==> src/source/ringBusPkg.sv <==
//////////////////////////////
// L1 ring bus definitions
//////////////////////////////
package ringBusPkg;

	// slot operation
	typedef enum logic [3:0] {
		idle     = 4'h0,
		loadReq  = 4'h1,  // line load, addr is line aligned
		storeReq = 4'h2,  // single word store
		loadResp = 4'h3,
		storeAck = 4'h4
	} ringOpm;

	// one ring slot, 104 bits
	typedef struct packed {
		ringOpm      opm;
		logic [1:0]  dst;   // node the message goes to
		logic [1:0]  src;   // node that sent it
		logic [31:0] addr;
		logic [63:0] data;  // whole line, or store word in the low half
	} ringMsg;

	// node ids on the ring
	localparam logic [1:0] nodeBridge = 2'd0;
	localparam logic [1:0] nodeInst   = 2'd1;
	localparam logic [1:0] nodeData   = 2'd2;

	// fault codes, bit 15 marks a critical fault
	localparam logic [15:0] faultNone      = 16'h0000;
	localparam logic [15:0] faultInstAlign = 16'h8011;
	localparam logic [15:0] faultDataAlign = 16'h8012;

	localparam ringMsg idleMsg = '{
		opm:  idle,
		dst:  2'd0,
		src:  2'd0,
		addr: 32'd0,
		data: 64'd0
	};

	// responses are consumed by the node they are addressed to
	function automatic logic isResponse(ringOpm opm);
		return (opm == loadResp) || (opm == storeAck);
	endfunction

	// byte address of the two-word line holding addr
	function automatic logic [31:0] lineBase(logic [31:0] addr);
		return {addr[31:3], 3'b000};
	endfunction

endpackage

==> src/source/ringBridge.sv <==
//////////////////////////////
// ring to L2 bridge node
//////////////////////////////
`timescale 1ns/1ps

module ringBridge #(
	parameter logic [1:0] nodeId = ringBusPkg::nodeBridge
) (
	input  logic               clock,
	input  logic               reset,
	input  ringBusPkg::ringMsg ringIn,
	output ringBusPkg::ringMsg ringOut,
	output logic               l2Req,
	output logic               l2Write,
	output logic [31:0]        l2Addr,
	output logic [31:0]        l2WrData,
	input  logic               l2Ack,
	input  logic [31:0]        l2RdData
);
	import ringBusPkg::*;

	typedef enum logic [1:0] {
		bridgeIdle,
		bridgeReq,     // req high until ack
		bridgeAckLow,  // req dropped, wait for ack to fall
		bridgeResp     // result waits for an idle slot
	} bridgeState;

	bridgeState  state;
	logic        beat;  // word of a line load
	ringOpm      reqOpm;
	logic [1:0]  reqSrc;
	logic [31:0] reqAddr;
	logic [31:0] reqData;
	logic [63:0] lineBuf;

	logic   takeReq;
	logic   sendResp;
	ringMsg respMsg;
	ringMsg nextOut;

	// only take new work when idle, otherwise it goes round again
	assign takeReq = (state == bridgeIdle) && (ringIn.dst == nodeId) &&
		((ringIn.opm == loadReq) || (ringIn.opm == storeReq));
	assign sendResp = (state == bridgeResp) && (ringIn.opm == idle);

	assign l2Req    = (state == bridgeReq);
	assign l2Write  = (reqOpm == storeReq);
	assign l2Addr   = reqAddr + {29'd0, beat, 2'b00};
	assign l2WrData = reqData;

	always_comb
	begin
		respMsg      = idleMsg;
		respMsg.opm  = (reqOpm == storeReq) ? storeAck : loadResp;
		respMsg.dst  = reqSrc;  // back to the requester
		respMsg.src  = nodeId;
		respMsg.addr = reqAddr;
		respMsg.data = lineBuf;
	end

	always_comb
	begin
		if (sendResp)
			nextOut = respMsg;
		else if (takeReq)
			nextOut = idleMsg;
		else
			nextOut = ringIn;
	end

	always_ff @(posedge clock)
	begin
		if (reset)
		begin
			state   <= bridgeIdle;
			beat    <= 1'b0;
			ringOut <= idleMsg;
		end
		else
		begin
			ringOut <= nextOut;
			case (state)
				bridgeIdle:
					if (takeReq)
					begin
						beat  <= 1'b0;
						state <= bridgeReq;
					end
				bridgeReq:
					if (l2Ack)
						state <= bridgeAckLow;
				bridgeAckLow:
					if (!l2Ack)
					begin
						if ((reqOpm == loadReq) && !beat)
						begin
							beat  <= 1'b1;  // second word of the line
							state <= bridgeReq;
						end
						else
							state <= bridgeResp;
					end
				bridgeResp:
					if (sendResp)
						state <= bridgeIdle;
				default:
					state <= bridgeIdle;
			endcase
		end
	end

	always_ff @(posedge clock)
	begin
		if (takeReq)
		begin
			reqOpm  <= ringIn.opm;
			reqSrc  <= ringIn.src;
			reqAddr <= ringIn.addr;
			reqData <= ringIn.data[31:0];
		end
		if ((state == bridgeReq) && l2Ack)
		begin
			if (beat)
				lineBuf[63:32] <= l2RdData;
			else
				lineBuf[31:0] <= l2RdData;
		end
	end

endmodule

==> src/source/instCache.sv <==
//////////////////////////////
// L1 instruction cache
//////////////////////////////
`timescale 1ns/1ps

module instCache #(
	parameter int         instLines = 16,
	parameter logic [1:0] nodeId    = ringBusPkg::nodeInst
) (
	input  logic               clock,
	input  logic               reset,
	input  logic [31:0]        fetchAddr,
	input  logic               fetchValid,
	output logic [31:0]        fetchWord,
	output logic               fetchOk,
	output logic               fetchHold,
	output logic [15:0]        fetchFault,
	input  ringBusPkg::ringMsg ringIn,
	output ringBusPkg::ringMsg ringOut,
	output logic               waiting
);
	import ringBusPkg::*;

	localparam int idxBits = $clog2(instLines);
	localparam int tagBits = 29 - idxBits;

	typedef enum logic [1:0] {
		instIdle,
		instSend,  // loadReq looks for a free slot
		instWait   // loadReq is on the ring
	} instState;

	instState             state;
	logic [instLines-1:0] lineValid;
	logic [tagBits-1:0]   lineTag [instLines];
	logic [63:0]          lineData [instLines];
	logic [31:0]          reqAddr;  // held fetch address of a miss

	logic [idxBits-1:0] idx;
	logic [tagBits-1:0] tag;
	logic [idxBits-1:0] reqIdx;
	logic               accept;
	logic               misaligned;
	logic               hit;
	logic [31:0]        hitWord;
	logic               respIn;
	logic               sendReq;
	logic               fill;
	ringMsg             reqMsg;
	ringMsg             nextOut;

	assign idx        = fetchAddr[3 +: idxBits];
	assign tag        = fetchAddr[31 -: tagBits];
	assign reqIdx     = reqAddr[3 +: idxBits];
	assign accept     = fetchValid && !fetchHold;
	assign misaligned = (fetchAddr[1:0] != 2'b00);
	assign hit        = lineValid[idx] && (lineTag[idx] == tag);
	assign hitWord    = fetchAddr[2] ? lineData[idx][63:32] : lineData[idx][31:0];

	assign waiting    = (state != instIdle);
	assign fetchHold  = waiting;
	assign fetchFault = (accept && misaligned) ? faultInstAlign : faultNone;

	// ring slot handling
	assign respIn  = (ringIn.dst == nodeId) && isResponse(ringIn.opm);
	assign sendReq = (state == instSend) && ((ringIn.opm == idle) || respIn);
	assign fill    = (state == instWait) && respIn && (ringIn.opm == loadResp);

	always_comb
	begin
		reqMsg      = idleMsg;
		reqMsg.opm  = loadReq;
		reqMsg.dst  = nodeBridge;
		reqMsg.src  = nodeId;
		reqMsg.addr = lineBase(reqAddr);
		if (sendReq)
			nextOut = reqMsg;
		else if (respIn)
			nextOut = idleMsg;  // consumed
		else
			nextOut = ringIn;
	end

	always_ff @(posedge clock)
	begin
		if (reset)
		begin
			state     <= instIdle;
			fetchOk   <= 1'b0;
			lineValid <= '0;
			ringOut   <= idleMsg;
		end
		else
		begin
			ringOut <= nextOut;
			fetchOk <= 1'b0;
			case (state)
				instIdle:
					if (accept)
					begin
						if (misaligned || hit)
							fetchOk <= 1'b1;
						else
							state <= instSend;
					end
				instSend:
					if (sendReq)
						state <= instWait;
				instWait:
					if (fill)
					begin
						lineValid[reqIdx] <= 1'b1;
						fetchOk           <= 1'b1;  // same cycle hold falls
						state             <= instIdle;
					end
				default:
					state <= instIdle;
			endcase
		end
	end

	always_ff @(posedge clock)
	begin
		if (accept)
		begin
			reqAddr   <= fetchAddr;
			fetchWord <= misaligned ? 32'd0 : hitWord;
		end
		if (fill)
		begin
			lineTag[reqIdx]  <= reqAddr[31 -: tagBits];
			lineData[reqIdx] <= ringIn.data;
			fetchWord        <= reqAddr[2] ? ringIn.data[63:32] : ringIn.data[31:0];
		end
	end

endmodule

==> src/source/dataCache.sv <==
//////////////////////////////
// L1 data cache
//////////////////////////////
`timescale 1ns/1ps

module dataCache #(
	parameter int         dataLines = 16,
	parameter logic [1:0] nodeId    = ringBusPkg::nodeData
) (
	input  logic               clock,
	input  logic               reset,
	input  logic [31:0]        dataAddr,
	input  logic               dataValid,
	input  logic               dataWrite,
	input  logic [31:0]        dataWrData,
	output logic [31:0]        dataRdData,
	output logic               dataOk,
	output logic               dataHold,
	output logic [15:0]        dataFault,
	input  ringBusPkg::ringMsg ringIn,
	output ringBusPkg::ringMsg ringOut,
	output logic               waiting
);
	import ringBusPkg::*;

	localparam int idxBits = $clog2(dataLines);
	localparam int tagBits = 29 - idxBits;

	typedef enum logic [1:0] {
		dataIdle,
		dataSend,  // request looks for a free slot
		dataWait   // request is on the ring
	} dataState;

	dataState             state;
	logic [dataLines-1:0] lineValid;
	logic [tagBits-1:0]   lineTag [dataLines];
	logic [63:0]          lineData [dataLines];
	logic [31:0]          reqAddr;
	logic                 reqWrite;
	logic [31:0]          reqData;

	logic [idxBits-1:0] idx;
	logic [tagBits-1:0] tag;
	logic [idxBits-1:0] reqIdx;
	logic               accept;
	logic               misaligned;
	logic               hit;
	logic [31:0]        hitWord;
	logic               respIn;
	logic               sendReq;
	logic               gotResp;
	logic               fill;
	ringMsg             reqMsg;
	ringMsg             nextOut;

	assign idx        = dataAddr[3 +: idxBits];
	assign tag        = dataAddr[31 -: tagBits];
	assign reqIdx     = reqAddr[3 +: idxBits];
	assign accept     = dataValid && !dataHold;
	assign misaligned = (dataAddr[1:0] != 2'b00);
	assign hit        = lineValid[idx] && (lineTag[idx] == tag);
	assign hitWord    = dataAddr[2] ? lineData[idx][63:32] : lineData[idx][31:0];

	assign waiting   = (state != dataIdle);
	assign dataHold  = waiting;
	assign dataFault = (accept && misaligned) ? faultDataAlign : faultNone;

	assign respIn  = (ringIn.dst == nodeId) && isResponse(ringIn.opm);
	assign sendReq = (state == dataSend) && ((ringIn.opm == idle) || respIn);
	assign gotResp = (state == dataWait) && respIn;
	assign fill    = gotResp && (ringIn.opm == loadResp);

	// stores go out as a word, loads as a line
	always_comb
	begin
		reqMsg      = idleMsg;
		reqMsg.opm  = reqWrite ? storeReq : loadReq;
		reqMsg.dst  = nodeBridge;
		reqMsg.src  = nodeId;
		reqMsg.addr = reqWrite ? reqAddr : lineBase(reqAddr);
		reqMsg.data = {32'd0, reqData};
	end

	always_comb
	begin
		if (sendReq)
			nextOut = reqMsg;
		else if (respIn)
			nextOut = idleMsg;
		else
			nextOut = ringIn;
	end

	always_ff @(posedge clock)
	begin
		if (reset)
		begin
			state     <= dataIdle;
			dataOk    <= 1'b0;
			lineValid <= '0;
			ringOut   <= idleMsg;
		end
		else
		begin
			ringOut <= nextOut;
			dataOk  <= 1'b0;
			case (state)
				dataIdle:
					if (accept)
					begin
						// misaligned completes at once, no ring traffic
						if (misaligned || (!dataWrite && hit))
							dataOk <= 1'b1;
						else
							state <= dataSend;
					end
				dataSend:
					if (sendReq)
						state <= dataWait;
				dataWait:
					if (gotResp)
					begin
						if (fill)
							lineValid[reqIdx] <= 1'b1;
						dataOk <= 1'b1;
						state  <= dataIdle;
					end
				default:
					state <= dataIdle;
			endcase
		end
	end

	always_ff @(posedge clock)
	begin
		if (accept)
		begin
			reqAddr  <= dataAddr;
			reqWrite <= dataWrite;
			reqData  <= dataWrData;
			if (!dataWrite)
				dataRdData <= misaligned ? 32'd0 : hitWord;
		end
		// write-through, store hit patches the cached word
		if (accept && dataWrite && !misaligned && hit)
		begin
			if (dataAddr[2])
				lineData[idx][63:32] <= dataWrData;
			else
				lineData[idx][31:0] <= dataWrData;
		end
		if (fill)
		begin
			lineTag[reqIdx]  <= reqAddr[31 -: tagBits];
			lineData[reqIdx] <= ringIn.data;
			dataRdData       <= reqAddr[2] ? ringIn.data[63:32] : ringIn.data[31:0];
		end
	end

endmodule

==> src/source/memL1Ring.sv <==
//////////////////////////////
// L1 memory ring top
//////////////////////////////
`timescale 1ns/1ps

module memL1Ring #(
	parameter int instLines = 16,
	parameter int dataLines = 16
) (
	input  logic        clock,
	input  logic        reset,
	input  logic [31:0] fetchAddr,
	input  logic        fetchValid,
	output logic [31:0] fetchWord,
	output logic        fetchOk,
	output logic        fetchHold,
	input  logic [31:0] dataAddr,
	input  logic        dataValid,
	input  logic        dataWrite,
	input  logic [31:0] dataWrData,
	output logic [31:0] dataRdData,
	output logic        dataOk,
	output logic        dataHold,
	output logic        l2Req,
	output logic        l2Write,
	output logic [31:0] l2Addr,
	output logic [31:0] l2WrData,
	input  logic        l2Ack,
	input  logic [31:0] l2RdData,
	output logic [15:0] excCode,
	output logic        busWait
);
	import ringBusPkg::*;

	// ring order is bridge, data cache, instruction cache, bridge
	ringMsg      bridgeToData;
	ringMsg      dataToInst;
	ringMsg      instToBridge;
	logic [15:0] instFault;
	logic [15:0] dataFault;
	logic        instWaiting;
	logic        dataWaiting;

	ringBridge #(.nodeId(nodeBridge)) bridgeNode (
		.clock    (clock),
		.reset    (reset),
		.ringIn   (instToBridge),
		.ringOut  (bridgeToData),
		.l2Req    (l2Req),
		.l2Write  (l2Write),
		.l2Addr   (l2Addr),
		.l2WrData (l2WrData),
		.l2Ack    (l2Ack),
		.l2RdData (l2RdData)
	);

	dataCache #(.dataLines(dataLines), .nodeId(nodeData)) dataNode (
		.clock      (clock),
		.reset      (reset),
		.dataAddr   (dataAddr),
		.dataValid  (dataValid),
		.dataWrite  (dataWrite),
		.dataWrData (dataWrData),
		.dataRdData (dataRdData),
		.dataOk     (dataOk),
		.dataHold   (dataHold),
		.dataFault  (dataFault),
		.ringIn     (bridgeToData),
		.ringOut    (dataToInst),
		.waiting    (dataWaiting)
	);

	instCache #(.instLines(instLines), .nodeId(nodeInst)) instNode (
		.clock      (clock),
		.reset      (reset),
		.fetchAddr  (fetchAddr),
		.fetchValid (fetchValid),
		.fetchWord  (fetchWord),
		.fetchOk    (fetchOk),
		.fetchHold  (fetchHold),
		.fetchFault (instFault),
		.ringIn     (dataToInst),
		.ringOut    (instToBridge),
		.waiting    (instWaiting)
	);

	assign busWait = instWaiting || dataWaiting;

	// data fault wins, last fault stays until the next one
	always_ff @(posedge clock)
	begin
		if (reset)
			excCode <= faultNone;
		else if (dataFault != faultNone)
			excCode <= dataFault;
		else if (instFault != faultNone)
			excCode <= instFault;
	end

endmodule

==> config.mk <==
export PLATFORM = sky130hd
export DESIGN_NAME = memL1Ring
export DESIGN_NICKNAME = d
export VERILOG_FILES = /design/src/source/ringBusPkg.sv /design/src/source/ringBridge.sv /design/src/source/instCache.sv /design/src/source/dataCache.sv /design/src/source/memL1Ring.sv
export SDC_FILE = /design/constraint.sdc
export NUM_CORES = 2
export LEC_CHECK = 0
export BUFFER_PORTS_ARGS = -buffer_cell sky130_fd_sc_hd__buf_4
export CORE_MARGIN = 3
export CORE_UTILIZATION = 62
export DETAILED_ROUTE_END_ITERATION = 10
export GPL_TIMING_DRIVEN = 0
export PLACE_DENSITY = 0.79
export SLEW_MARGIN = 15
export SYNTH_ARGS = -nofsm -noshare
export SYNTH_HDL_FRONTEND = slang
export SYNTH_SLANG_ARGS = --single-unit
==> constraint.sdc <==
create_clock -name clock -period 10.1 [get_ports clock]
set_clock_uncertainty 0.05 [all_clocks]
set_input_delay 0.505 -clock clock [delete_from_list [all_inputs] [get_ports clock]]
set_output_delay 0.505 -clock clock [all_outputs]
set_load 0.02 [all_outputs]
==> metrics <==
post-synth top area share=71.73%; RSZ-0062 raised after global routing=no; met3 WL post-DR=about 50 mm; final WL=about 400 mm; Die X=466.5 um; Hold WS=roughly 0.22 ns; post-synth cell types=72; final-stage net count=between 7k and 8k; Max IR drop VDD=approximately 0.00022 V; I/O Pins=~290; via count=roughly 73k; first-pass GRT wire length=~560 mm; synth cell count leaders=3141 x edfxtp_1, 819 x mux4_2, 356 x dfxtp_1; met2 WL post-DR=around 190 mm; # rows=roughly 170; Critical Path AT=approximately 6.8 ns; Worst-Skew Late Latency=0.99 ns; Setup TNS=0 ns; Sink Count=about 3.5k; synthesized cell area=between 100000 and 150000 sq um; largest net degree at the start of global routing=slightly above 50; critical path class=input port to flip-flop; DP HPWL=around 250 mm; reg2reg path depth=14; Max Root-Sink Buffers=4; Hold Violations, Final=0; Synth Flop Type=edfxtp_1; Mean Syn Cell Area=roughly 22 sq um; reg-to-reg setup timing slack=4.97 ns; RD Place Congestion=0.9386; top-count cell post-synth=edfxtp_1; Detail Route Antenna Nets=0; full die area=between 200000 and 250000 sq um; WP data required=approximately 11 ns; DRC viols=0; clock root cell=clkbuf_16; RR Startpoint=dataNode.ringOut[100]; TritonCTS clock tree=yes; DR top layer=met5; CTS Buf Count=347; Place WS=between 3 and 4 ns; Initial Util=62.55%; PD cells=between 150 and 200 nW/um^2; CORE AREA=about 210000 sq um; placed instance area=~140000 sq um; top cells by area, synth=edfxtp_1 72%, mux4_2 14%, dfxtp_1 5.4%; fin util=about 73%; r2r endpoint=instNode.lineData[3][45]; number of global-route vias before repair=approximately 75k; final setup violation count=0; DR WL/cell=just under 40 um; DRT Pass-1 Iters=7; Metal-1 WL=about 120 mm; Final period util=between 60% and 70%; Leakage=0.05292 uW; Fill cells=between 10k and 15k; crit-path max FO=17; Synth area leader=edfxtp_1; status=finished, final reports clean; max-cap violations=0; Post-synth ARST share=0%; P&R area growth vs syn=16.85%; Slew headroom=13.12%; I/O Buffers=272; Peak Freq=about 0.16 GHz; H-tree Lvls=5; Yosys reg bits=3497; YS warnings=0; Post-synth EDFFs=between 3k and 4k; Clock transition at path regs=around 0.070 ns; crit path from=dataAddr[4]; initial antenna violation count=42; Seq/Total Area, Yosys=around 77%; drt initial violations=between 10k and 15k; HP Class=input port to flip-flop; Worst Tran Pin Value=about 1.3 ns; crit path time final=~6.2 ns; fraction of layout instances using a drive strength above 1=between 20% and 30%; die height=around 470 um; gr usage total=around 37%; Vias/cell=between 7 and 8; total grt overflow=0; critical path endpoint=dataNode.lineData[11][10]; PostCTS Resize Cnt=0; Max Transition Viols Final=0; hold depth=2; crit start category=input port; Synth Instances=6111; worst setup margin=roughly 3.9 ns; Worst Setup End Kind=flip-flop; fin area=between 150000 and 200000 sq um
## flip-flops by register name, indices dropped and copies added (netlist names), 64 cells and up
signal	cells
dataNode.lineData	1024
instNode.lineTag	400
dataNode.lineTag	400
bridgeNode.lineBuf	64
instNode.lineData	1024
instNode.ringOut	104
dataNode.ringOut	104
bridgeNode.ringOut	104
## where the power goes
part	switching [uW]	internal, uW	total [uW]
logic	841	523	1360
clock network	5560	7550	13100
registers	136	15800	15900
total	6540	23800	30400
## repair_timing
action / CTS / global route
hold endpoints to repair: 180 / 0
hold buffers: 131 / 0
buffers inserted: 0 / 0
## layout make-up
cell class | instances | area (sq um) | area share (%)
antenna | 15 | 37.54 | 0.02443
sequential | 3497 | 101400 | 66.03
multi-input combinational | 2249 | 28910 | 18.82
timing repair buffer | 588 | 6765 | 4.403
tap | 2805 | 3510 | 2.284
clock inverter | 170 | 1775 | 1.156
buffer | 343 | 1567 | 1.020
inverter | 33 | 128.9 | 0.08388
clock buffer | 439 | 9497 | 6.181
## cells in the final DEF (no fill, tap or decap), types with 13 or more instances in the layout
cell / count
xor2_1: 34
nand2_1: 244
diode_2: 15
o21ai_4: 33
buf_1: 62
buf_4: 357
buf_16: 51
bufinv_16: 35
clkinv_1: 51
a22oi_1: 22
mux4_2: 819
dfxtp_1: 356
buf_12: 78
o22ai_1: 73
clkbuf_1: 220
buf_6: 13
nor3_1: 16
nor2_1: 94
clkbuf_2: 20
nor2_4: 13
buf_2: 62
nand4_1: 14
mux2i_1: 259
xnor2_1: 38
and2_1: 42
dlygate4sd3_1: 131
edfxtp_1: 3141
nor2b_1: 18
a21oi_1: 48
inv_2: 18
clkbuf_16: 363
a22o_1: 190
and3_1: 86
inv_1: 13
clkinv_2: 51
nand3_1: 32
## cell families (layout without fill, tap and decap cells)
kind of cell,after synthesis,after routing,share of synthesized area [%]
compound gates,442,442,2.493
xor+xnor,73,73,0.4920
fa+ha+maj,2,2,0.01903
buf+inv,376,1573,1.265
flops,3497,3497,77.16
mux,1092,1092,16.22
other cells,1,27,0.002852
simple gates,628,628,2.350
## worst max-delay path, cell delays in order
cell	delay, ns
dlygate4sd3_1	0.53
buf_4	0.15
buf_4	0.25
buf_6	0.25
buf_2	0.42
buf_4	0.31
buf_2	0.40
clkbuf_1	0.88
o2bb2ai_1	0.17
nor4_2	0.78
o2111ai_2	0.83
o21ai_4	1.03
buf_16	0.26
## worst min-delay path by stage
stage                               startpoint                endpoint  slack (ns)
after detailed placement  instNode.ringOut[97]    bridgeNode.reqSrc[1]        0.36
after global routing              dataAddr[28]    dataNode.reqAddr[28]        0.21
final                             l2RdData[18]  bridgeNode.lineBuf[50]        0.22
after CTS                         l2RdData[18]  bridgeNode.lineBuf[50]        0.16
after global placement    instNode.ringOut[97]    bridgeNode.reqSrc[1]        0.36
after floorplan           instNode.ringOut[96]    bridgeNode.reqSrc[0]        0.35
## metal layers
metal,up-vias,track usage [%]
met1,37150,45.46
met5,-,0
li1,27290,-
met3,1842,9.016
met2,7103,58.86
met4,16,24.97
## through the flow
stage                     std cells  power [uW]
final                         10140       30390
after detailed placement       9384       17450
after CTS                     10120       30270
after floorplan                6122       16900
after global routing          10130       30900
after global placement         9199       17400
No activity file was read; power rests on OpenSTA's default activity.
